[config.mk]
export PLATFORM = sky130hd
export DESIGN_NAME = r2_top
export DESIGN_NICKNAME = d
export VERILOG_FILES = /design/src/r2_pkg.sv /design/src/r2_ctrl_if.sv /design/src/r2_controller.sv /design/src/r2_execute.sv /design/src/r2_result.sv /design/src/r2_top.sv
export SDC_FILE = /design/constraint.sdc
export NUM_CORES = 1
export LEC_CHECK = 0
export ABC_AREA = 1
export BUFFER_PORTS_ARGS = -buffer_cell sky130_fd_sc_hd__buf_2
export CAP_MARGIN = 20
export CORE_MARGIN = 5
export CORE_UTILIZATION = 66
export CTS_BUF_LIST = sky130_fd_sc_hd__clkbuf_2 sky130_fd_sc_hd__clkbuf_4 sky130_fd_sc_hd__clkbuf_8
export CTS_CLUSTER_SIZE = 20
export DETAILED_ROUTE_END_ITERATION = 16
export GPL_TIMING_DRIVEN = 0
export MAX_ROUTING_LAYER = met4
export PLACE_DENSITY = 0.95
export SLEW_MARGIN = 10
export SYNTH_ARGS = -nofsm -noshare
export SYNTH_HDL_FRONTEND = slang
export SYNTH_SLANG_ARGS = --single-unit
[constraint.sdc]
create_clock -name clk -period 6.7 [get_ports clk]
set_clock_uncertainty 0.1 [all_clocks]
set_input_delay 0 -clock clk [delete_from_list [all_inputs] [get_ports clk]]
set_output_delay 0 -clock clk [all_outputs]
set_load 0.1 [all_outputs]
[src/r2_pkg.sv]
package r2_pkg;

    // ~~~~~~~~~~~~~~~~~~~~~~~~~~~~~~~~~~~~~~~~
    // Controller state
    // ~~~~~~~~~~~~~~~~~~~~~~~~~~~~~~~~~~~~~~~~

    typedef enum logic [2:0] {
        IDLE       = 3'b000,
        START      = 3'b001,
        START_ROW  = 3'b010,
        SUM_EN     = 3'b011,
        CUM_EN     = 3'b100,
        FINISH_ALL = 3'b101
    } r2_state_e;

    // ~~~~~~~~~~~~~~~~~~~~~~~~~~~~~~~~~~~~~~~~
    // Counter widths and phase thresholds
    // ~~~~~~~~~~~~~~~~~~~~~~~~~~~~~~~~~~~~~~~~

    // Window counter and phase counter width.
    localparam int CNT_W = 10;

    // Start counter value that ends the start phase.
    localparam logic [1:0] START_LAST = 2'd2;

    // Phase count on the last summing cycle.
    localparam logic [CNT_W-1:0] SUM_LAST = 10'd4;

    // Phase count on the last cumulative cycle.
    localparam logic [CNT_W-1:0] CUM_LAST = 10'd6;

endpackage

[src/r2_ctrl_if.sv]
`timescale 1ns/1ns

interface r2_ctrl_if;

    logic start_en;  // High through the start phase.
    logic ld_en;     // Row load, clears the phase counter and row sum.
    logic count_en;  // Phase counter enable.
    logic sum_en;    // Adds the sample into the row sum.
    logic cum_en;    // Cumulative phase of a row.
    logic row_done;  // Row sum is complete.

    modport ctrl (
        output start_en, ld_en, count_en, sum_en, cum_en, row_done
    );

    modport exec (
        input start_en, ld_en, count_en, sum_en
    );

    modport res (
        input start_en, cum_en, row_done
    );

endinterface

[src/r2_controller.sv]
`timescale 1ns/1ns

module r2_controller #(
    parameter int COLS = 40
) (
    input  logic                     clk,
    input  logic                     rst,
    input  logic                     done_i,
    input  logic                     start_gt_1,
    input  logic [r2_pkg::CNT_W-1:0] phase_count,
    r2_ctrl_if.ctrl                  ctl,
    output logic                     progress_done,
    output logic                     done_delayed
);

    localparam logic [r2_pkg::CNT_W-1:0] WIN_LAST = COLS[r2_pkg::CNT_W-1:0];

    logic [r2_pkg::CNT_W-1:0] win_cnt;
    logic                     win_ext;

    r2_pkg::r2_state_e state;
    r2_pkg::r2_state_e state_nxt;

    // ~~~~~~~~~~~~~~~~~~~~~~~~~~~~~~~~~~~~~~~~
    // Done stretcher
    // ~~~~~~~~~~~~~~~~~~~~~~~~~~~~~~~~~~~~~~~~

    always_ff @(posedge clk or posedge rst) begin
        if (rst) begin
            win_cnt <= '0;
            win_ext <= 1'b0;
        end else if (done_i) begin
            win_cnt <= '0;      // A new pulse restarts the stretch.
            win_ext <= 1'b1;
        end else if (win_ext && win_cnt < WIN_LAST) begin
            win_cnt <= win_cnt + 1'b1;
            win_ext <= 1'b1;
        end else begin
            win_cnt <= '0;
            win_ext <= 1'b0;
        end
    end

    assign done_delayed = done_i | win_ext;  // COLS plus 2 cycles in all.

    // ~~~~~~~~~~~~~~~~~~~~~~~~~~~~~~~~~~~~~~~~
    // Phase state machine
    // ~~~~~~~~~~~~~~~~~~~~~~~~~~~~~~~~~~~~~~~~

    always_ff @(posedge clk or posedge rst) begin
        if (rst) begin
            state <= r2_pkg::IDLE;
        end else begin
            state <= state_nxt;
        end
    end

    always_comb begin
        state_nxt = state;
        case (state)
            r2_pkg::IDLE: begin
                if (done_delayed) begin
                    state_nxt = r2_pkg::START;
                end
            end
            r2_pkg::START: begin
                if (start_gt_1) begin
                    state_nxt = r2_pkg::START_ROW;
                end
            end
            r2_pkg::START_ROW: begin
                state_nxt = r2_pkg::SUM_EN;
            end
            r2_pkg::SUM_EN: begin
                if (phase_count >= r2_pkg::SUM_LAST) begin
                    state_nxt = r2_pkg::CUM_EN;
                end
            end
            r2_pkg::CUM_EN: begin
                if (phase_count >= r2_pkg::CUM_LAST) begin
                    state_nxt = r2_pkg::START_ROW;
                end
            end
            default: begin
                state_nxt = r2_pkg::IDLE;  // FINISH_ALL and unused codes.
            end
        endcase
        // The window closing ends the burst from any active state.
        if (state != r2_pkg::IDLE && state != r2_pkg::FINISH_ALL && !done_delayed) begin
            state_nxt = r2_pkg::FINISH_ALL;
        end
    end

    // Moore outputs, all low unless the state sets them.
    always_comb begin
        ctl.start_en  = 1'b0;
        ctl.ld_en     = 1'b0;
        ctl.count_en  = 1'b0;
        ctl.sum_en    = 1'b0;
        ctl.cum_en    = 1'b0;
        ctl.row_done  = 1'b0;
        progress_done = 1'b0;
        case (state)
            r2_pkg::START: begin
                ctl.start_en = 1'b1;
            end
            r2_pkg::START_ROW: begin
                ctl.ld_en    = 1'b1;
                ctl.count_en = 1'b1;
            end
            r2_pkg::SUM_EN: begin
                ctl.count_en = 1'b1;
                ctl.sum_en   = 1'b1;
            end
            r2_pkg::CUM_EN: begin
                ctl.count_en = 1'b1;
                ctl.cum_en   = 1'b1;
                ctl.row_done = 1'b1;
            end
            r2_pkg::FINISH_ALL: begin
                progress_done = 1'b1;
            end
            default: begin
            end
        endcase
    end

endmodule

[src/r2_execute.sv]
`timescale 1ns/1ns

module r2_execute #(
    parameter int DATA_W = 16
) (
    input  logic                     clk,
    input  logic                     rst,
    input  logic [DATA_W-1:0]        sample_in,
    r2_ctrl_if.exec                  ctl,
    output logic                     start_gt_1,
    output logic [r2_pkg::CNT_W-1:0] phase_count,
    output logic [DATA_W+2:0]        row_acc
);

    localparam int ACC_W   = DATA_W + 3;  // Five samples fit in three extra bits.
    localparam int START_W = $bits(r2_pkg::START_LAST);

    logic [START_W-1:0] start_cnt;

    // ~~~~~~~~~~~~~~~~~~~~~~~~~~~~~~~~~~~~~~~~
    // Start counter
    // ~~~~~~~~~~~~~~~~~~~~~~~~~~~~~~~~~~~~~~~~

    always_ff @(posedge clk or posedge rst) begin
        if (rst) begin
            start_cnt <= '0;
        end else if (!ctl.start_en) begin
            start_cnt <= '0;
        end else if (!start_gt_1) begin
            start_cnt <= start_cnt + 1'b1;  // Holds once the last count is reached.
        end
    end

    assign start_gt_1 = (start_cnt >= r2_pkg::START_LAST);

    // ~~~~~~~~~~~~~~~~~~~~~~~~~~~~~~~~~~~~~~~~
    // Phase counter
    // ~~~~~~~~~~~~~~~~~~~~~~~~~~~~~~~~~~~~~~~~

    // The load strobe wins over the count enable in START_ROW.
    always_ff @(posedge clk or posedge rst) begin
        if (rst) begin
            phase_count <= '0;
        end else if (ctl.ld_en) begin
            phase_count <= '0;
        end else if (ctl.count_en) begin
            phase_count <= phase_count + 1'b1;
        end
    end

    // ~~~~~~~~~~~~~~~~~~~~~~~~~~~~~~~~~~~~~~~~
    // Row accumulator
    // ~~~~~~~~~~~~~~~~~~~~~~~~~~~~~~~~~~~~~~~~

    always_ff @(posedge clk or posedge rst) begin
        if (rst) begin
            row_acc <= '0;
        end else if (ctl.ld_en) begin
            row_acc <= '0;
        end else if (ctl.sum_en) begin
            row_acc <= row_acc + ACC_W'(sample_in);  // Samples are unsigned.
        end
    end

endmodule

[src/r2_result.sv]
`timescale 1ns/1ns

module r2_result #(
    parameter int DATA_W = 16
) (
    input  logic               clk,
    input  logic               rst,
    r2_ctrl_if.res             ctl,
    input  logic [DATA_W+2:0]  row_acc,
    input  logic               progress_done,
    output logic               row_valid,
    output logic [DATA_W+2:0]  row_sum,
    output logic               total_valid,
    output logic [DATA_W+15:0] total_sum,
    output logic [7:0]         row_count
);

    localparam int TOT_W = DATA_W + 16;

    logic cum_seen;
    logic row_first;

    // CUM_EN lasts two cycles and the row is taken on the first only.
    always_ff @(posedge clk or posedge rst) begin
        if (rst) begin
            cum_seen <= 1'b0;
        end else begin
            cum_seen <= ctl.cum_en;
        end
    end

    assign row_first = ctl.row_done & ~cum_seen;

    // ~~~~~~~~~~~~~~~~~~~~~~~~~~~~~~~~~~~~~~~~
    // Running total and row count
    // ~~~~~~~~~~~~~~~~~~~~~~~~~~~~~~~~~~~~~~~~

    always_ff @(posedge clk or posedge rst) begin
        if (rst) begin
            row_valid   <= 1'b0;
            total_valid <= 1'b0;
            total_sum   <= '0;
            row_count   <= '0;
        end else begin
            row_valid   <= row_first;
            total_valid <= progress_done;   // Total is final one cycle after FINISH_ALL.
            if (ctl.start_en) begin
                total_sum <= '0;            // A new burst starts from zero.
                row_count <= '0;
            end else if (row_first) begin
                total_sum <= total_sum + TOT_W'(row_acc);
                row_count <= row_count + 1'b1;
            end
        end
    end

    always_ff @(posedge clk) begin
        if (row_first) begin
            row_sum <= row_acc;
        end
    end

endmodule

[src/r2_top.sv]
`timescale 1ns/1ns

module r2_top #(
    parameter int COLS   = 40,
    parameter int DATA_W = 16
) (
    input  logic               clk,
    input  logic               rst,
    input  logic               done_i,
    input  logic [DATA_W-1:0]  sample_in,
    output logic               done_delayed,
    output logic               row_valid,
    output logic [DATA_W+2:0]  row_sum,
    output logic               total_valid,
    output logic [DATA_W+15:0] total_sum,
    output logic [7:0]         row_count
);

    logic                     start_gt_1;
    logic [r2_pkg::CNT_W-1:0] phase_count;
    logic [DATA_W+2:0]        row_acc;
    logic                     progress_done;

    r2_ctrl_if ctl ();

    r2_controller #(
        .COLS (COLS)
    ) u_controller (
        .clk           (clk),
        .rst           (rst),
        .done_i        (done_i),
        .start_gt_1    (start_gt_1),
        .phase_count   (phase_count),
        .ctl           (ctl.ctrl),
        .progress_done (progress_done),
        .done_delayed  (done_delayed)
    );

    r2_execute #(
        .DATA_W (DATA_W)
    ) u_execute (
        .clk         (clk),
        .rst         (rst),
        .sample_in   (sample_in),
        .ctl         (ctl.exec),
        .start_gt_1  (start_gt_1),
        .phase_count (phase_count),
        .row_acc     (row_acc)
    );

    r2_result #(
        .DATA_W (DATA_W)
    ) u_result (
        .clk           (clk),
        .rst           (rst),
        .ctl           (ctl.res),
        .row_acc       (row_acc),
        .progress_done (progress_done),
        .row_valid     (row_valid),
        .row_sum       (row_sum),
        .total_valid   (total_valid),
        .total_sum     (total_sum),
        .row_count     (row_count)
    );

endmodule

## Word-level counts from Yosys, hierarchy flattened

Index checks and enable logic that the tools add are counted.

- Add/subtract/negate cells: 6
- $lt $le $gt $ge: 4
- Equality and inequality tests: 11
- Multiplexer cells: 26
- Bitwise gates (word level): 3
- Reductions and logical operators: 11

Operators with widths:

| cell | count |
|---|---|
| $mux 32 | 2 |
| $mux 10 | 4 |
| $mux 19 | 2 |
| $add 32x19->32 | 1 |
| $add 10x1->10 const B | 2 |
| $ge 10x3->1 const B | 2 |
| $add 19x16->19 | 1 |
| $mux 8 | 2 |
| $mux 3 | 5 |
| $pmux 3 s5 | 1 |
| $lt 10x6->1 const B | 1 |
| $ne 3x1->1 const B | 3 |
| $add 8x1->8 const B | 1 |
| $mux 1 | 8 |
| $eq 3x2->1 const B | 2 |
| $eq 3x3->1 const B | 2 |
| $reduce_bool 2->1 | 3 |
| $mux 2 | 2 |
| $reduce_and 4->1 | 1 |
| $eq 3x1->1 const B | 1 |
| $logic_and 1x1->1 | 3 |
| $logic_not 3->1 | 1 |
| $ne 3x2->1 const B | 1 |
| $ne 3x3->1 const B | 1 |
| 9 further kinds | 9 |

- Flip-flop bits (word level): 107
- Input bits: 19
- Output and inout bits: 62
- Word-level logic and storage cells: 73

## Longest topological paths before layout

- Depth in word-level cells: 5
- Gate-level depth with buffers: 14
- Gate-level depth less buffers: 14

## Modules after synthesis

From an unflattened synthesis, not the netlist that was laid out.

- Cells, all modules: 956
- Area, all modules: 6,934.2 sq um

By module, submodules not included:

| module | instances | cells an instance | area each (sq um) | seq. area each (sq um) |
|---|---|---|---|---|
| r2_result | 1 | 538 | 3,918.8 | 1,646.6 |
| r2_execute | 1 | 314 | 2,245.9 | 775.7 |
| r2_controller | 1 | 104 | 769.5 | 350.3 |

## Least setup slack after synthesis

No wires, ideal clock.

- Kind: reg2reg
- From: register u_result.total_sum[0]
- To: register u_result.total_sum[22]
- Library setup time: 0.124 ns
- Arrival: 2.420 ns
- Data required time: 6.476 ns
- Slack: 4.056 ns
- Stages on the path, launching flop included: 12
- Buffers on the path: 0
- Clock period less this slack: 2.644 ns
- Cells stage by stage: dfrtp_1 > ha_1 > inv_1 > fa_1 > nor2_1 > nor2_1 > o21ai_1 > nand2_1 > nand3_1 > nand3_1 > nand2_1 > nor2_1

- Cells in the longest elaborated chain, start to end: 3

RTL lines:

| item | line | source |
|---|---|---|
| start, declared | r2_result.sv:14 | `output logic [DATA_W+15:0] total_sum,` |
| start signal, assigned | r2_result.sv:51 | `total_sum <= total_sum + TOT_W'(row_acc);` |
| $add 32x19->32 | r2_result.sv:51 |  |
| $mux 32 | r2_result.sv:50 | `end else if (row_first) begin` |
| $mux 32 | r2_result.sv:47 | `if (ctl.start_en) begin` |

No other way between the ends. The select of a mux whose other input is x is not followed.
A chain may end at the register's enable or synchronous reset.

## Worst setup path after layout

- From: register u_execute.row_acc[0]
- To: register u_execute.row_acc[14]

- Cells in the longest elaborated chain, start to end: 3

RTL lines:

| item | line | source |
|---|---|---|
| start, declared | r2_execute.sv:12 | `output logic [DATA_W+2:0] row_acc` |
| start signal, assigned | r2_execute.sv:61 | `row_acc <= row_acc + ACC_W'(sample_in);` |
| $add 19x16->19 | r2_execute.sv:61 |  |
| $mux 19 | r2_execute.sv:60 | `end else if (ctl.sum_en) begin` |
| $mux 19 | r2_execute.sv:58 | `end else if (ctl.ld_en) begin` |

No other way between the ends. The select of a mux whose other input is x is not followed.

==> flow_metrics.env <==
export IMPL_r2r_start="u_execute.row_acc[0]"
export IMPL_synth_cell_types=48
export IMPL_io_buffers=80
export IMPL_ff2ff_setup_slack_ps=4390
export IMPL_tightest_slew_ps=541.6
export IMPL_post_cts_buffers=0
export IMPL_grt_pass1_vias=5909
export IMPL_n_antenna_cell=0
export IMPL_layout_min_cycle_time_ps=2306
export IMPL_dp_hpwl_um=12830
export IMPL_pre_cts_slack_ps=4462
export IMPL_wl_met3_um=1295
export IMPL_drv_slew=0
export IMPL_fillers=723
export IMPL_cp_slowest_cell="dfrtp_1"
export IMPL_yosys_register_bits=107
export IMPL_maxSlewHeadroom_pct=63.51
export IMPL_startpoint_type="register"
export IMPL_netlist_top_cells_count="nand2_1 (277), nor2_1 (112), inv_1 (103)"
export IMPL_fmax_mhz=433.7
export IMPL_synth_most_common_cell="nand2_1"
export IMPL_setup_tns_ps=0
export IMPL_finalCritPeriodShare_pct=34.42
export IMPL_cts_hold_buf=3
export IMPL_start_util_pct=68.13
export IMPL_die_h_um=110.9
export IMPL_fin_ws_ps=4394
export IMPL_r2r_end="u_execute.row_acc[14]"
export IMPL_first_iter_violations=589
export IMPL_grt_total_usage_pct=28.01
export IMPL_p_leak_nw=4.050
export IMPL_crit_family="adder cells"
export IMPL_synth_largest_area_cell="dfrtp_1"
export IMPL_grt_max_degree=67
export IMPL_synthToLayoutAreaGrowth_pct=12.85
export IMPL_wire_per_inst_um=14.67
export IMPL_wl_met1_um=7049
export IMPL_drc=0
export IMPL_hold_end="u_execute.row_acc[1]"
export IMPL_final_setup_viol_count=0
export IMPL_antenna_left=0
export IMPL_die_area_um2=12300
export IMPL_pin_count=81
export IMPL_synth_area_leaders="dfrtp_1 (33%), nand2_1 (15%), edfxtp_1 (8.5%)"
export IMPL_cts_buffers=9
export IMPL_netlist_instances=906
export IMPL_whs_path_depth=4
export IMPL_status="finished, final reports clean"
export IMPL_synthFlopType="dfrtp_1"
export IMPL_cap_violations=0
export IMPL_crit_type="reg2reg"
export IMPL_die_x_um=110.9
export IMPL_place_gp_congestion=0.9769
export IMPL_synth_seq_area_share_pct=41.26
export IMPL_wirelength_um=16750
export IMPL_rr_worst_depth=10
export IMPL_dr_wl_met2_um=7876
export IMPL_cp_num_buf_inv=0
export IMPL_root_buffer="clkbuf_8"
export IMPL_postLayoutCellArea_um2=7584
export IMPL_hp_start="sample_in[1]"
export IMPL_clk_latency_ps=360
export IMPL_cts_resized=0
export IMPL_layout_nets=1065
export IMPL_syn_avg_cell_area_um2=7.417
export IMPL_vias=6378
export IMPL_netlist_area_leader_share_pct=32.77
export IMPL_rsz0062_at_grt="false"
export IMPL_yosys_warnings=0
export IMPL_row_count=36
export IMPL_synth_edff_count=19
export IMPL_cts_tree="done"
export IMPL_cts_htree_levels=3
export IMPL_core_um2=9864
export IMPL_place_area_um2=7328
export IMPL_worstPathRequired_ps=6850
export IMPL_layout_drive_gt1_share_pct=13.58
export IMPL_cts_sinks=107
export IMPL_drt_pass1_iterations=5
export IMPL_via_per_inst=5.585
export IMPL_cp_cell_sequence="ha_1, fa_1, nand2_1, nand2_1, o21ai_0, o21ai_0, nand3b_1, nand3b_1, nand3_1, nand2_1"
export IMPL_end_kind="register"
export IMPL_antenna_found_initial=0
export IMPL_hold_viol=0
export IMPL_cp_common_cell="nand2_1"
export IMPL_powerDensity_nw_per_um2=443.7
export IMPL_max_vdd_ir_drop_mv=0.3562
export IMPL_grt_pass1_wl_um=27740
export IMPL_hold_path_class="in2reg"
export IMPL_path_clk_slew_ps=100
export IMPL_arrival_ps=2460
export IMPL_maxUsedRoutingLayer="met4"
export IMPL_netlist_area_um2=6720
export IMPL_grt_ovfl_total=0
export IMPL_slowest_delay_ps=430
export IMPL_crit_path_max_fanout=4
export IMPL_ctsLongestPathBuffers=2
export IMPL_ys_async_sr_fraction_pct=82.24
## layout make-up
class | instances | area (um2) | share of cell area (%)
Multi-Input combinational cell | 682 | 3463 | 45.67
Clock inverter | 5 | 86.33 | 1.138
Sequential cell | 107 | 2773 | 36.56
Tap cell | 133 | 166.4 | 2.194
Clock buffer | 11 | 138.9 | 1.831
Timing Repair Buffer | 84 | 457.9 | 6.039
Inverter | 110 | 427.9 | 5.643
Buffer | 10 | 70.07 | 0.9239
## logic make-up (layout without fill, tap and decap cells)
kind of cell               count (synthesis)  in the layout  share of synthesized area [%]
and+or+nand+nor                          490            490                          31.48
other                                      1              4                        0.05580
buffers and inverters                    120            220                          7.373
adders and majority gates                 42             42                          8.043
AOI/OAI and AO/OA                        141            141                          11.13
xor gates and xnor gates                   5              5                         0.6518
DFF                                      107            107                          41.26
## metrics by stage
stage                     power [mW]  cells  util (%)  hold slack, ps
after floorplan                2.469    909         -           10.83
after global placement         2.830   1122     73.99           123.9
after detailed placement       2.890   1123     74.29          -109.2
after CTS                      3.344   1142     76.88           4.775
after global routing           3.586   1142     76.88           4.629
final                          3.365   1142     76.88           13.46
## cell usage in the layout (no fill, tap or decap), drive strengths merged, types with 12 or more instances in the layout
cell,n
nand2,285
nor2,116
inv,111
buf,90
dfrtp,88
a21oi,67
o21ai,59
nand3,54
ha,40
edfxtp,19
nor3,14
clkbuf,12
## flip-flops by register name, indices dropped and copies added (netlist names), 2 cells and up
signal,flops
u_controller.state,3
u_result.row_sum,19
u_controller.win_cnt,10
u_execute.phase_count,10
u_execute.start_cnt,2
u_result.total_sum,32
u_execute.row_acc,19
u_result.row_count,8
## layer usage
metal / vias up / global-route usage (%)
met5: - / -
met4: 0 / 10.67
met3: 46 / 5.186
met2: 255 / 44.42
met1: 2950 / 36.00
li1: 3127 / -
## power breakdown
group	total (mW)	internal, mW	switching (mW)
clock	0.451	0.222	0.229
sequential	0.988	0.830	0.158
combinational	1.93	0.477	1.45
total	3.36	1.53	1.84
## worst min-delay path, cell delays in order
cell and delay (ps):
buf_2 110, fa_1 170, nand2_1 60, o21ai_0 80
## worst max path at each step
stage,from,to,slack (ps),depth (start not counted)
after global placement,rst,u_execute.row_acc[9],3280,2
after detailed placement,u_execute.row_acc[0],u_execute.row_acc[14],4460,10
after CTS,u_execute.row_acc[0],u_execute.row_acc[14],4450,10
final,u_execute.row_acc[0],u_execute.row_acc[14],4390,10
after global routing,u_execute.row_acc[0],u_execute.row_acc[14],4160,11
after floorplan,u_result.total_sum[0],u_result.total_sum[22],4060,11
Power figures use the tool's default switching activity.
